<file path="config.mk">
export PLATFORM = sky130hd
export DESIGN_NAME = io_top
export DESIGN_NICKNAME = d
export VERILOG_FILES = /design/src/logic/io_pkg.sv /design/src/logic/uart_pkg.sv /design/src/logic/axil_io_slave.sv /design/src/logic/io_regs.sv /design/src/logic/io_top.sv /design/src/logic/uart_rx.sv /design/src/logic/uart_tx.sv
export VERILOG_INCLUDE_DIRS = /design/src /design/src/logic
export SDC_FILE = /design/constraint.sdc
export NUM_CORES = 1
export LEC_CHECK = 0
export BUFFER_PORTS_ARGS = -buffer_cell sky130_fd_sc_hd__buf_2
export CAP_MARGIN = 20
export CORE_UTILIZATION = 50
export DETAILED_ROUTE_END_ITERATION = 8
export GPL_ROUTABILITY_DRIVEN = 0
export PLACE_DENSITY = 0.73
export SKIP_LAST_GASP = 1
export SYNTH_ARGS = -nofsm -noshare
export SYNTH_HDL_FRONTEND = slang
export SYNTH_HIERARCHICAL = 1
export SYNTH_SLANG_ARGS = --single-unit
</file>
<file path="constraint.sdc">
create_clock -name clk -period 4.28 [get_ports clk]
set_clock_uncertainty 0.1 [all_clocks]
set_input_delay 1.07 -clock clk [delete_from_list [all_inputs] [get_ports clk]]
set_output_delay 1.07 -clock clk [all_outputs]
set_load 0.05 [all_outputs]
</file>
<file path="src/logic/io_params.svh">
`ifndef IO_PARAMS_SVH
`define IO_PARAMS_SVH

// **************************************************
// clocking and line rate
// **************************************************

`define IO_CLOCK_FREQ 125_000_000
`define IO_BAUD_RATE 115_200

// default bit period in clock cycles
`define IO_CLKS_PER_BIT (`IO_CLOCK_FREQ / `IO_BAUD_RATE)

// **************************************************
// register map, byte offsets within the block
// **************************************************

`define IO_ADDR_UART_CTRL 8'h00
`define IO_ADDR_UART_RDATA 8'h04
`define IO_ADDR_UART_TDATA 8'h08
`define IO_ADDR_CYCLE_CNT 8'h0c
`define IO_ADDR_INST_CNT 8'h10
`define IO_ADDR_RST_CNT 8'h14
`define IO_ADDR_BR_INST_CNT 8'h18
`define IO_ADDR_BR_SUC_CNT 8'h1c

// addi x0, x0, 0 is what the pipeline inserts for a bubble
`define IO_NOP 32'h0000_0013

`endif

</file>
<file path="src/logic/io_pkg.sv">
package io_pkg;

    // **************************************************
    // bus and register types
    // **************************************************

    typedef logic [31:0] word_t;
    typedef logic [7:0] reg_addr_t;

    // counter widths as seen by software, zero-extended on read
    typedef logic [27:0] cycle_cnt_t;
    typedef logic [23:0] event_cnt_t;

    typedef logic [1:0] resp_t;

    localparam resp_t resp_okay = 2'b00;

    // **************************************************
    // channel state machines of the bus slave
    // **************************************************

    typedef enum logic [1:0] {
        rd_idle,
        rd_access,
        rd_respond
    } rd_state_t;

    typedef enum logic {
        wr_idle,
        wr_respond
    } wr_state_t;

endpackage

</file>
<file path="src/logic/uart_pkg.sv">
package uart_pkg;

    typedef logic [7:0] byte_t;

    // one start bit, eight data bits and one stop bit per frame
    typedef enum logic [1:0] {
        tx_st_idle,
        tx_st_start,
        tx_st_data,
        tx_st_stop
    } tx_state_t;

    typedef enum logic [1:0] {
        rx_st_idle,
        rx_st_start,
        rx_st_data,
        rx_st_stop
    } rx_state_t;

endpackage

</file>
<file path="src/logic/axil_io_slave.sv">
`timescale 1ns/1ps

module axil_io_slave (
    input  logic              clk,
    input  logic              rst,

    input  io_pkg::word_t     awaddr,
    input  logic              awvalid,
    output logic              awready,
    input  io_pkg::word_t     wdata,
    input  logic              wvalid,
    output logic              wready,
    output io_pkg::resp_t     bresp,
    output logic              bvalid,
    input  logic              bready,
    input  io_pkg::word_t     araddr,
    input  logic              arvalid,
    output logic              arready,
    output io_pkg::word_t     rdata,
    output io_pkg::resp_t     rresp,
    output logic              rvalid,
    input  logic              rready,

    output logic              reg_rd_en,
    output logic              reg_wr_en,
    output io_pkg::reg_addr_t reg_addr,
    output io_pkg::word_t     reg_wdata,
    input  io_pkg::word_t     reg_rdata
);

    io_pkg::rd_state_t rd_state;
    io_pkg::wr_state_t wr_state;
    io_pkg::reg_addr_t ar_addr_q;
    logic              rd_pend;
    logic              wr_prio;
    logic              wr_req;
    logic              rd_req;
    logic              wr_go;
    logic              rd_go;

    // the register port is busy during the read access cycle, so writes wait
    assign wr_req = awvalid && wvalid && (wr_state == io_pkg::wr_idle)
                    && (rd_state != io_pkg::rd_access);
    assign rd_req = arvalid && (rd_state == io_pkg::rd_idle);

    // round robin between a write pair and a read when both wait
    assign wr_go = wr_req && (wr_prio || !rd_req);
    assign rd_go = rd_req && (!wr_prio || !wr_req);

    assign awready = wr_go;
    assign wready = wr_go;
    assign arready = rd_go;

    assign reg_wr_en = wr_go;
    assign reg_rd_en = (rd_state == io_pkg::rd_access);
    assign reg_addr = reg_rd_en ? ar_addr_q : awaddr[7:0];
    assign reg_wdata = wdata;

    assign bvalid = (wr_state == io_pkg::wr_respond);
    assign bresp = io_pkg::resp_okay;
    assign rresp = io_pkg::resp_okay;

    always_ff @(posedge clk) begin
        if (rst) begin
            wr_state <= io_pkg::wr_idle;
            wr_prio <= 1'b1;
        end else begin
            if (wr_go) begin
                wr_state <= io_pkg::wr_respond;
                wr_prio <= 1'b0;
            end else if (bvalid && bready) begin
                wr_state <= io_pkg::wr_idle;
            end
            if (rd_go) begin
                wr_prio <= 1'b1;
            end
        end
    end

    // **************************************************
    // read channel
    // **************************************************

    always_ff @(posedge clk) begin
        if (rst) begin
            rd_state <= io_pkg::rd_idle;
            rd_pend <= 1'b0;
            rvalid <= 1'b0;
        end else begin
            rd_pend <= reg_rd_en;
            case (rd_state)
                io_pkg::rd_idle: begin
                    if (rd_go) begin
                        rd_state <= io_pkg::rd_access;
                    end
                end
                io_pkg::rd_access: begin
                    rd_state <= io_pkg::rd_respond;
                end
                io_pkg::rd_respond: begin
                    // register data arrives one cycle after the access
                    if (rd_pend) begin
                        rvalid <= 1'b1;
                    end else if (rvalid && rready) begin
                        rvalid <= 1'b0;
                        rd_state <= io_pkg::rd_idle;
                    end
                end
                default: rd_state <= io_pkg::rd_idle;
            endcase
        end
    end

    always_ff @(posedge clk) begin
        if (rd_go) begin
            ar_addr_q <= araddr[7:0];
        end
        if (rd_pend) begin
            rdata <= reg_rdata;
        end
    end

endmodule

</file>
<file path="src/logic/io_regs.sv">
`timescale 1ns/1ps

`include "io_params.svh"

module io_regs (
    input  logic              clk,
    input  logic              rst,

    input  logic              reg_rd_en,
    input  logic              reg_wr_en,
    input  io_pkg::reg_addr_t reg_addr,
    input  io_pkg::word_t     reg_wdata,
    output io_pkg::word_t     reg_rdata,

    input  io_pkg::word_t     inst,
    input  io_pkg::word_t     fp_inst,
    input  logic              br_inst,
    input  logic              br_suc,

    output uart_pkg::byte_t   tx_data,
    output logic              tx_valid,
    input  logic              tx_ready,

    input  uart_pkg::byte_t   rx_data,
    input  logic              rx_valid,
    output logic              rx_ready
);

    io_pkg::cycle_cnt_t cycle_cnt;
    io_pkg::event_cnt_t inst_cnt;
    io_pkg::event_cnt_t br_inst_cnt;
    io_pkg::event_cnt_t br_suc_cnt;
    logic [1:0]         inst_inc;
    logic               cnt_clr;
    logic               tdata_wr;
    logic               rdata_rd;
    logic               rx_full;
    uart_pkg::byte_t    rx_buf;

    // both issue slots can retire in the same cycle
    assign inst_inc = {1'b0, inst != `IO_NOP} + {1'b0, fp_inst != `IO_NOP};

    assign cnt_clr = reg_wr_en && (reg_addr == `IO_ADDR_RST_CNT);
    assign tdata_wr = reg_wr_en && (reg_addr == `IO_ADDR_UART_TDATA);
    assign rdata_rd = reg_rd_en && (reg_addr == `IO_ADDR_UART_RDATA);

    assign rx_ready = !rx_full;

    // **************************************************
    // performance counters
    // **************************************************

    always_ff @(posedge clk) begin
        if (rst || cnt_clr) begin
            cycle_cnt <= '0;
            inst_cnt <= '0;
            br_inst_cnt <= '0;
            br_suc_cnt <= '0;
        end else begin
            cycle_cnt <= cycle_cnt + 1'b1;
            inst_cnt <= inst_cnt + io_pkg::event_cnt_t'(inst_inc);
            br_inst_cnt <= br_inst_cnt + io_pkg::event_cnt_t'(br_inst);
            br_suc_cnt <= br_suc_cnt + io_pkg::event_cnt_t'(br_suc);
        end
    end

    // **************************************************
    // uart buffers
    // **************************************************

    always_ff @(posedge clk) begin
        if (rst) begin
            tx_valid <= 1'b0;
            rx_full <= 1'b0;
        end else begin
            // a new write keeps the handoff pending even if the old byte leaves now
            if (tdata_wr) begin
                tx_valid <= 1'b1;
            end else if (tx_valid && tx_ready) begin
                tx_valid <= 1'b0;
            end
            if (rx_valid && rx_ready) begin
                rx_full <= 1'b1;
            end else if (rdata_rd) begin
                rx_full <= 1'b0;
            end
        end
    end

    always_ff @(posedge clk) begin
        if (tdata_wr) begin
            tx_data <= reg_wdata[7:0];
        end
        if (rx_valid && rx_ready) begin
            rx_buf <= rx_data;
        end
    end

    always_ff @(posedge clk) begin
        if (reg_rd_en) begin
            case (reg_addr)
                `IO_ADDR_UART_CTRL:   reg_rdata <= {30'b0, rx_full, tx_ready};
                `IO_ADDR_UART_RDATA:  reg_rdata <= {24'b0, rx_buf};
                `IO_ADDR_CYCLE_CNT:   reg_rdata <= io_pkg::word_t'(cycle_cnt);
                `IO_ADDR_INST_CNT:    reg_rdata <= io_pkg::word_t'(inst_cnt);
                `IO_ADDR_BR_INST_CNT: reg_rdata <= io_pkg::word_t'(br_inst_cnt);
                `IO_ADDR_BR_SUC_CNT:  reg_rdata <= io_pkg::word_t'(br_suc_cnt);
                default:              reg_rdata <= '0;
            endcase
        end
    end

endmodule

</file>
<file path="src/logic/io_top.sv">
`timescale 1ns/1ps

`include "io_params.svh"

module io_top #(
    parameter int unsigned clks_per_bit = `IO_CLKS_PER_BIT
) (
    input  logic          clk,
    input  logic          rst,

    input  io_pkg::word_t awaddr,
    input  logic          awvalid,
    output logic          awready,
    input  io_pkg::word_t wdata,
    input  logic          wvalid,
    output logic          wready,
    output io_pkg::resp_t bresp,
    output logic          bvalid,
    input  logic          bready,
    input  io_pkg::word_t araddr,
    input  logic          arvalid,
    output logic          arready,
    output io_pkg::word_t rdata,
    output io_pkg::resp_t rresp,
    output logic          rvalid,
    input  logic          rready,

    input  io_pkg::word_t inst,
    input  io_pkg::word_t fp_inst,
    input  logic          br_inst,
    input  logic          br_suc,

    input  logic          serial_in,
    output logic          serial_out
);

    logic              reg_rd_en;
    logic              reg_wr_en;
    io_pkg::reg_addr_t reg_addr;
    io_pkg::word_t     reg_wdata;
    io_pkg::word_t     reg_rdata;
    uart_pkg::byte_t   tx_data;
    logic              tx_valid;
    logic              tx_ready;
    uart_pkg::byte_t   rx_data;
    logic              rx_valid;
    logic              rx_ready;

    axil_io_slave axil_io_slave_inst (
        .clk       (clk),
        .rst       (rst),
        .awaddr    (awaddr),
        .awvalid   (awvalid),
        .awready   (awready),
        .wdata     (wdata),
        .wvalid    (wvalid),
        .wready    (wready),
        .bresp     (bresp),
        .bvalid    (bvalid),
        .bready    (bready),
        .araddr    (araddr),
        .arvalid   (arvalid),
        .arready   (arready),
        .rdata     (rdata),
        .rresp     (rresp),
        .rvalid    (rvalid),
        .rready    (rready),
        .reg_rd_en (reg_rd_en),
        .reg_wr_en (reg_wr_en),
        .reg_addr  (reg_addr),
        .reg_wdata (reg_wdata),
        .reg_rdata (reg_rdata)
    );

    io_regs io_regs_inst (
        .clk       (clk),
        .rst       (rst),
        .reg_rd_en (reg_rd_en),
        .reg_wr_en (reg_wr_en),
        .reg_addr  (reg_addr),
        .reg_wdata (reg_wdata),
        .reg_rdata (reg_rdata),
        .inst      (inst),
        .fp_inst   (fp_inst),
        .br_inst   (br_inst),
        .br_suc    (br_suc),
        .tx_data   (tx_data),
        .tx_valid  (tx_valid),
        .tx_ready  (tx_ready),
        .rx_data   (rx_data),
        .rx_valid  (rx_valid),
        .rx_ready  (rx_ready)
    );

    uart_tx #(
        .clks_per_bit (clks_per_bit)
    ) uart_tx_inst (
        .clk        (clk),
        .rst        (rst),
        .tx_data    (tx_data),
        .tx_valid   (tx_valid),
        .tx_ready   (tx_ready),
        .serial_out (serial_out)
    );

    uart_rx #(
        .clks_per_bit (clks_per_bit)
    ) uart_rx_inst (
        .clk       (clk),
        .rst       (rst),
        .serial_in (serial_in),
        .rx_data   (rx_data),
        .rx_valid  (rx_valid),
        .rx_ready  (rx_ready)
    );

endmodule

</file>
<file path="src/logic/uart_rx.sv">
`timescale 1ns/1ps

`include "io_params.svh"

module uart_rx #(
    parameter int unsigned clks_per_bit = `IO_CLKS_PER_BIT
) (
    input  logic            clk,
    input  logic            rst,
    input  logic            serial_in,
    output uart_pkg::byte_t rx_data,
    output logic            rx_valid,
    input  logic            rx_ready
);

    localparam int unsigned cnt_w = $clog2(clks_per_bit + 1);
    localparam logic [cnt_w-1:0] baud_last = cnt_w'(clks_per_bit - 1);
    localparam logic [cnt_w-1:0] baud_mid = cnt_w'((clks_per_bit - 1) / 2);

    uart_pkg::rx_state_t state;
    uart_pkg::byte_t     shift;
    logic [2:0]          sync;
    logic [cnt_w-1:0]    baud_cnt;
    logic [2:0]          bit_idx;
    logic                rx_bit;
    logic                fall;

    // two flops for metastability and a third one for edge detection
    assign rx_bit = sync[1];
    assign fall = sync[2] && !sync[1];

    always_ff @(posedge clk) begin
        if (rst) begin
            sync <= 3'b111;
            state <= uart_pkg::rx_st_idle;
            baud_cnt <= '0;
            bit_idx <= '0;
            rx_valid <= 1'b0;
        end else begin
            sync <= {sync[1:0], serial_in};
            if (rx_valid && rx_ready) begin
                rx_valid <= 1'b0;
            end
            case (state)
                uart_pkg::rx_st_idle: begin
                    baud_cnt <= '0;
                    if (fall) begin
                        state <= uart_pkg::rx_st_start;
                    end
                end
                uart_pkg::rx_st_start: begin
                    // from the middle of the start bit every sample is a full period apart
                    if (baud_cnt == baud_mid) begin
                        baud_cnt <= '0;
                        bit_idx <= '0;
                        state <= rx_bit ? uart_pkg::rx_st_idle : uart_pkg::rx_st_data;
                    end else begin
                        baud_cnt <= baud_cnt + 1'b1;
                    end
                end
                uart_pkg::rx_st_data: begin
                    if (baud_cnt == baud_last) begin
                        baud_cnt <= '0;
                        shift <= {rx_bit, shift[7:1]};
                        bit_idx <= bit_idx + 1'b1;
                        if (bit_idx == 3'd7) begin
                            state <= uart_pkg::rx_st_stop;
                        end
                    end else begin
                        baud_cnt <= baud_cnt + 1'b1;
                    end
                end
                default: begin
                    if (baud_cnt == baud_last) begin
                        baud_cnt <= '0;
                        state <= uart_pkg::rx_st_idle;
                        // the byte is dropped on a framing error or when still unclaimed
                        if (rx_bit && (!rx_valid || rx_ready)) begin
                            rx_data <= shift;
                            rx_valid <= 1'b1;
                        end
                    end else begin
                        baud_cnt <= baud_cnt + 1'b1;
                    end
                end
            endcase
        end
    end

endmodule

</file>
<file path="src/logic/uart_tx.sv">
`timescale 1ns/1ps

module uart_tx #(
    parameter int unsigned clks_per_bit
) (
    input  logic            clk,
    input  logic            rst,
    input  uart_pkg::byte_t tx_data,
    input  logic            tx_valid,
    output logic            tx_ready,
    output logic            serial_out
);

    localparam int unsigned cnt_w = $clog2(clks_per_bit + 1);
    localparam logic [cnt_w-1:0] baud_last = cnt_w'(clks_per_bit - 1);

    uart_pkg::tx_state_t state;
    uart_pkg::byte_t     shift;
    logic [cnt_w-1:0]    baud_cnt;
    logic [2:0]          bit_idx;
    logic                baud_done;

    assign baud_done = (baud_cnt == baud_last);
    assign tx_ready = (state == uart_pkg::tx_st_idle);

    always_ff @(posedge clk) begin
        if (rst) begin
            state <= uart_pkg::tx_st_idle;
            baud_cnt <= '0;
            bit_idx <= '0;
            serial_out <= 1'b1;
        end else if (state == uart_pkg::tx_st_idle) begin
            baud_cnt <= '0;
            if (tx_valid) begin
                shift <= tx_data;
                serial_out <= 1'b0;
                state <= uart_pkg::tx_st_start;
            end
        end else if (!baud_done) begin
            baud_cnt <= baud_cnt + 1'b1;
        end else begin
            baud_cnt <= '0;
            case (state)
                uart_pkg::tx_st_start: begin
                    bit_idx <= '0;
                    serial_out <= shift[0];
                    shift <= shift >> 1;
                    state <= uart_pkg::tx_st_data;
                end
                uart_pkg::tx_st_data: begin
                    if (bit_idx == 3'd7) begin
                        serial_out <= 1'b1;
                        state <= uart_pkg::tx_st_stop;
                    end else begin
                        bit_idx <= bit_idx + 1'b1;
                        serial_out <= shift[0];
                        shift <= shift >> 1;
                    end
                end
                default: state <= uart_pkg::tx_st_idle;
            endcase
        end
    end

endmodule

</file>
== Word-level counts from Yosys, hierarchy flattened ==
Index checks and enable logic that the tools add are counted.

* Register bits after elaboration: 257
* Bits of input ports: 170
* Output and inout bits: 42

* Bitwise gates (word level): 4
* Muxes and demuxes: 48
* Eq/ne operators: 32
* Reduce and logical (&&, ||, !) cells: 51
* $add $sub $neg: 9

{| class="wikitable"
|+ Operators by type and width
! kind !! count
|-
| 28-bit one-hot mux with 6 select lines || 1
|-
| 32-bit by 5-bit inequality test with 1-bit output, second input constant || 2
|-
| 24-bit by 1-bit adder with 24-bit output || 2
|-
| 8-bit 2-to-1 mux || 5
|-
| 8-bit by 5-bit == test with 1-bit output, second input constant || 4
|-
| 28-bit by 1-bit adder with 28-bit output, second input constant || 1
|-
| 2-bit 2-to-1 mux || 13
|-
| 24-bit by 2-bit adder with 24-bit output || 1
|-
| 11-bit by 1-bit adder with 11-bit output, second input constant || 2
|-
| 11-bit == test, second input constant || 2
|-
| 11-bit 2-to-1 mux || 2
|-
| 11-bit one-hot mux with 2 select lines || 1
|-
| 8-bit by 4-bit == test with 1-bit output, second input constant || 2
|-
| 1-bit 2-to-1 mux || 16
|-
| 8-bit one-hot mux with 2 select lines || 1
|-
| 1-bit logical AND || 15
|-
| 3-bit AND reduction || 5
|-
| 2-bit by 1-bit inequality test with 1-bit output, second input constant || 7
|-
| 2-bit nonzero test || 7
|-
| 2-bit one-hot mux with 3 select lines || 2
|-
| 3-bit one-hot mux with 2 select lines || 2
|-
| 11-bit by 10-bit == test with 1-bit output, second input constant || 1
|-
| 5-bit AND reduction || 2
|-
| 3-bit 2-to-1 mux || 3
|-
| other kinds (21) || 45
|}

== Depth between registers and ports, before layout ==
* Depth after elaboration: 8
* Mapped depth: 10

== Hierarchy ==
The synthesis kept the hierarchy.

{| class="wikitable"
|+ By module, submodules not included
! module !! area an instance (µm²) !! cells each !! sequential area each (µm²) !! instances
|-
| io_regs || 6,866.6 || 728 || 3,363.2 || 1
|-
| axil_io_slave || 1,840.5 || 114 || 1,321.3 || 1
|-
| uart_rx || 1,421.4 || 118 || 880.8 || 1
|-
| uart_tx || 1,203.7 || 114 || 580.6 || 1
|}

== Least setup slack after synthesis ==
Ideal clock, no wire load.

* Kind: input port to output port
* Start point: input arvalid
* End point: output arready
* Arrival: 2.688 ns
* Stages on the path: 2
* Required time: 3.110 ns
* Buffers on the path: 0
* Path slack: 0.422 ns
* Cells stage by stage: or3b_2 a21oi_1

* Cells in the longest elaborated chain, start to end: 2

{| class="wikitable"
|+ RTL lines
! item !! RTL line !! source
|-
| from (decl) || io_top.sv:21 || <nowiki>input logic arvalid,</nowiki>
|-
| 1-bit logical AND || axil_io_slave.sv:44 || <nowiki>assign rd_req = arvalid && (rd_state == io_pkg::rd_idle);</nowiki>
|-
| 1-bit logical AND || axil_io_slave.sv:48 || <nowiki>assign rd_go = rd_req && (!wr_prio || !wr_req);</nowiki>
|-
| to (decl) || io_top.sv:22 || <nowiki>output logic arready,</nowiki>
|}

Every way passes these cells.

== Final worst setup path ==
Same ends and word-level chain as after synthesis.

==> impl_metrics.tcl <==
set metrics [dict create \
    ant_nets 0 \
    grt_setup_unrepaired "false" \
    finalSetupViolations 0 \
    max-vdd-ir-drop_uv 266 \
    grt_overflow 0 \
    critPathLaunchType "input pin" \
    power_density_nw_per_um2 401 \
    p_leak_uw 0.00440 \
    rows 54 \
    grt.met2_usage_pct 34.0 \
    fin_util_pct 58.9 \
    via_per_inst 5.57 \
    cp.arrival_ps 2240 \
    io-pin-count 212 \
    dieWidth_um 151 \
    slew_headroom_pct 35.2 \
    h-tree-depth 1 \
    pre_cts_ws_ps 618 \
    syn2layout_area_growth_pct 15.3 \
    worstMarginPinSlew_ps 964 \
    regToRegSetupSlack_ps 890 \
    use_met1_pct 26.2 \
    final_nets 1355 \
    fin_crit_ps 3410 \
    fmax_mhz 293 \
    finalHoldViolations 0 \
    cts_setup_buffers 0 \
    root_buffer "clkbuf_16" \
    drc 0 \
    regArea_um2 6150 \
    busiest_layer "met2" \
    via_count 8166 \
    layout-drive-gt1-share_pct 18.9 \
    coreArea_um2 21800 \
    cts_tree "yes" \
    power.total_uw 5150 \
    cts.path.max_buffers 3 \
    die-area_um2 22900 \
    finalSetupTns_ps 0 \
    critPathLaunch "arvalid" \
    clk-insertion-delay-late_ps 530 \
    wl_per_cell_um 15.3 \
    yosysWarningCount 6 \
    use_met3_pct 2.56 \
    min-delay-start "uart_rx_inst/sync[0]$_SDFF_PP1_" \
    worstHoldEndpoint "uart_rx_inst/sync[1]$_SDFF_PP1_" \
    grt_pass1_vias 7800 \
    io_buffers 135 \
    drtPass1Iterations 5 \
    dp_hpwl_um 15700 \
    hp-class "reg2reg" \
    fill_cells 1843 \
    path_class "in2out" \
    grt_pass1_wl_um 37000 \
    timing.rr.start "axil_io_slave_inst/rd_state[0]$_SDFFE_PP0P_" \
    n_antenna_cell 0 \
    synth_cells 1050 \
    setup_slack_ps 867 \
    min_period_over_period_pct 79.7 \
    syn_area_um2 11200 \
    drt_wl_total_um 22400 \
    reg2regPathDepth 8 \
    initial_core_util_pct 51.1 \
    maxCapViolations 0 \
    die_height_um 151 \
    holdBufCountCts 0 \
    final-max-slew-violation-count 0 \
    syn_area_per_cell_um2 10.6 \
    whs_ps 312 \
    cts_resized 0 \
    cts-buffers-inserted 26 \
    cp-end-kind "primary output" \
    multi_input_area_um2 4580 \
    r2r_end "io_regs_inst/reg_rdata[16]$_DFFE_PP_" \
    dr.first_iter.drc_count 392 \
    timing.critical_path.fanout_max 9 \
    clock_sinks 253 \
    status "finished clean" \
    grtUsageTotal_pct 19.9 \
    clkTransAtPathRegs_ps 60 \
    antenna_found_initial 0 \
    crit_required_ps 3110 \
    grt_max_degree 83 \
    hold_depth 1 \
]
[cell type report]
class	count	area share (%)
flip-flops and latches	253	47.8
well taps	280	2.73
clock buffers	30	5.34
repair buffers	144	5.88
multi-input cells	704	35.6
clock inverters	18	1.56
inverters	37	1.08
[routing by layer]
metal / vias up / wire length (um)
met1: 3861 / 10300
met3: 34 / 899
met4: 0 / 481
met5: - / 0
met2: 178 / 10800
li1: 4093 / -
[how the worst max path moves through the flow]
| stage | end | slack [ps] | depth (start not counted) |
|---|---|---|---|
| 3_5_place_dp | io_regs_inst/reg_rdata[4]$_DFFE_PP_ | 620 | 7 |
| 2_1_floorplan | arready | 420 | 2 |
| 6_report | arready | 870 | 5 |
| 5_1_grt | io_regs_inst/reg_rdata[16]$_DFFE_PP_ | 610 | 8 |
| 3_3_place_gp | io_regs_inst/reg_rdata[6]$_DFFE_PP_ | 650 | 7 |
| 4_1_cts | io_regs_inst/reg_rdata[4]$_DFFE_PP_ | 820 | 8 |
[registers in the layout, summed over array words and instances (netlist names), 11 cells and up]
register,flops
io_regs_inst/inst_cnt,24
io_regs_inst/cycle_cnt,28
uart_rx_inst/baud_cnt,11
io_regs_inst/br_suc_cnt,24
axil_io_slave_inst/rdata,32
io_regs_inst/reg_rdata,28
uart_tx_inst/baud_cnt,11
io_regs_inst/br_inst_cnt,24
[cells in the final DEF, fill, tap and decap left out, types with 17 or more instances in the layout]
cell,n
a22oi_1,24
a221o_1,17
nor3_1,21
dfxtp_1,145
nand4_1,40
or3_1,20
o31ai_1,20
nand2_1,45
nand3_1,50
nor2_1,114
buf_2,135
o21ai_0,28
or4_1,22
a21oi_1,51
clkbuf_16,27
ha_1,18
edfxtp_1,108
nor4_1,25
inv_1,37
xor2_1,31
xnor2_1,40
[worst max-delay path, cell delays in order]
cell and delay (ps):
buf_2 70, or3b_2 470, a21oi_1 140, buf_4 210
buf_2 290
[report_power, final]
part / total, uW / switching [uW] / internal (uW)
Combinational: 249 / 162 / 87.1
Sequential: 2580 / 23.2 / 2550
Clock: 2320 / 928 / 1400
[stage by stage]
| stage | cells | instance area [um2] |
|---|---|---|
| finish | 1466 | 12900 |
| global route | 1466 | 12900 |
| CTS | 1465 | 12800 |
| detailed placement | 1417 | 12000 |
| global placement | 1417 | 12000 |
| floorplan | 1056 | 11200 |
Power figures use the tool's default switching activity.
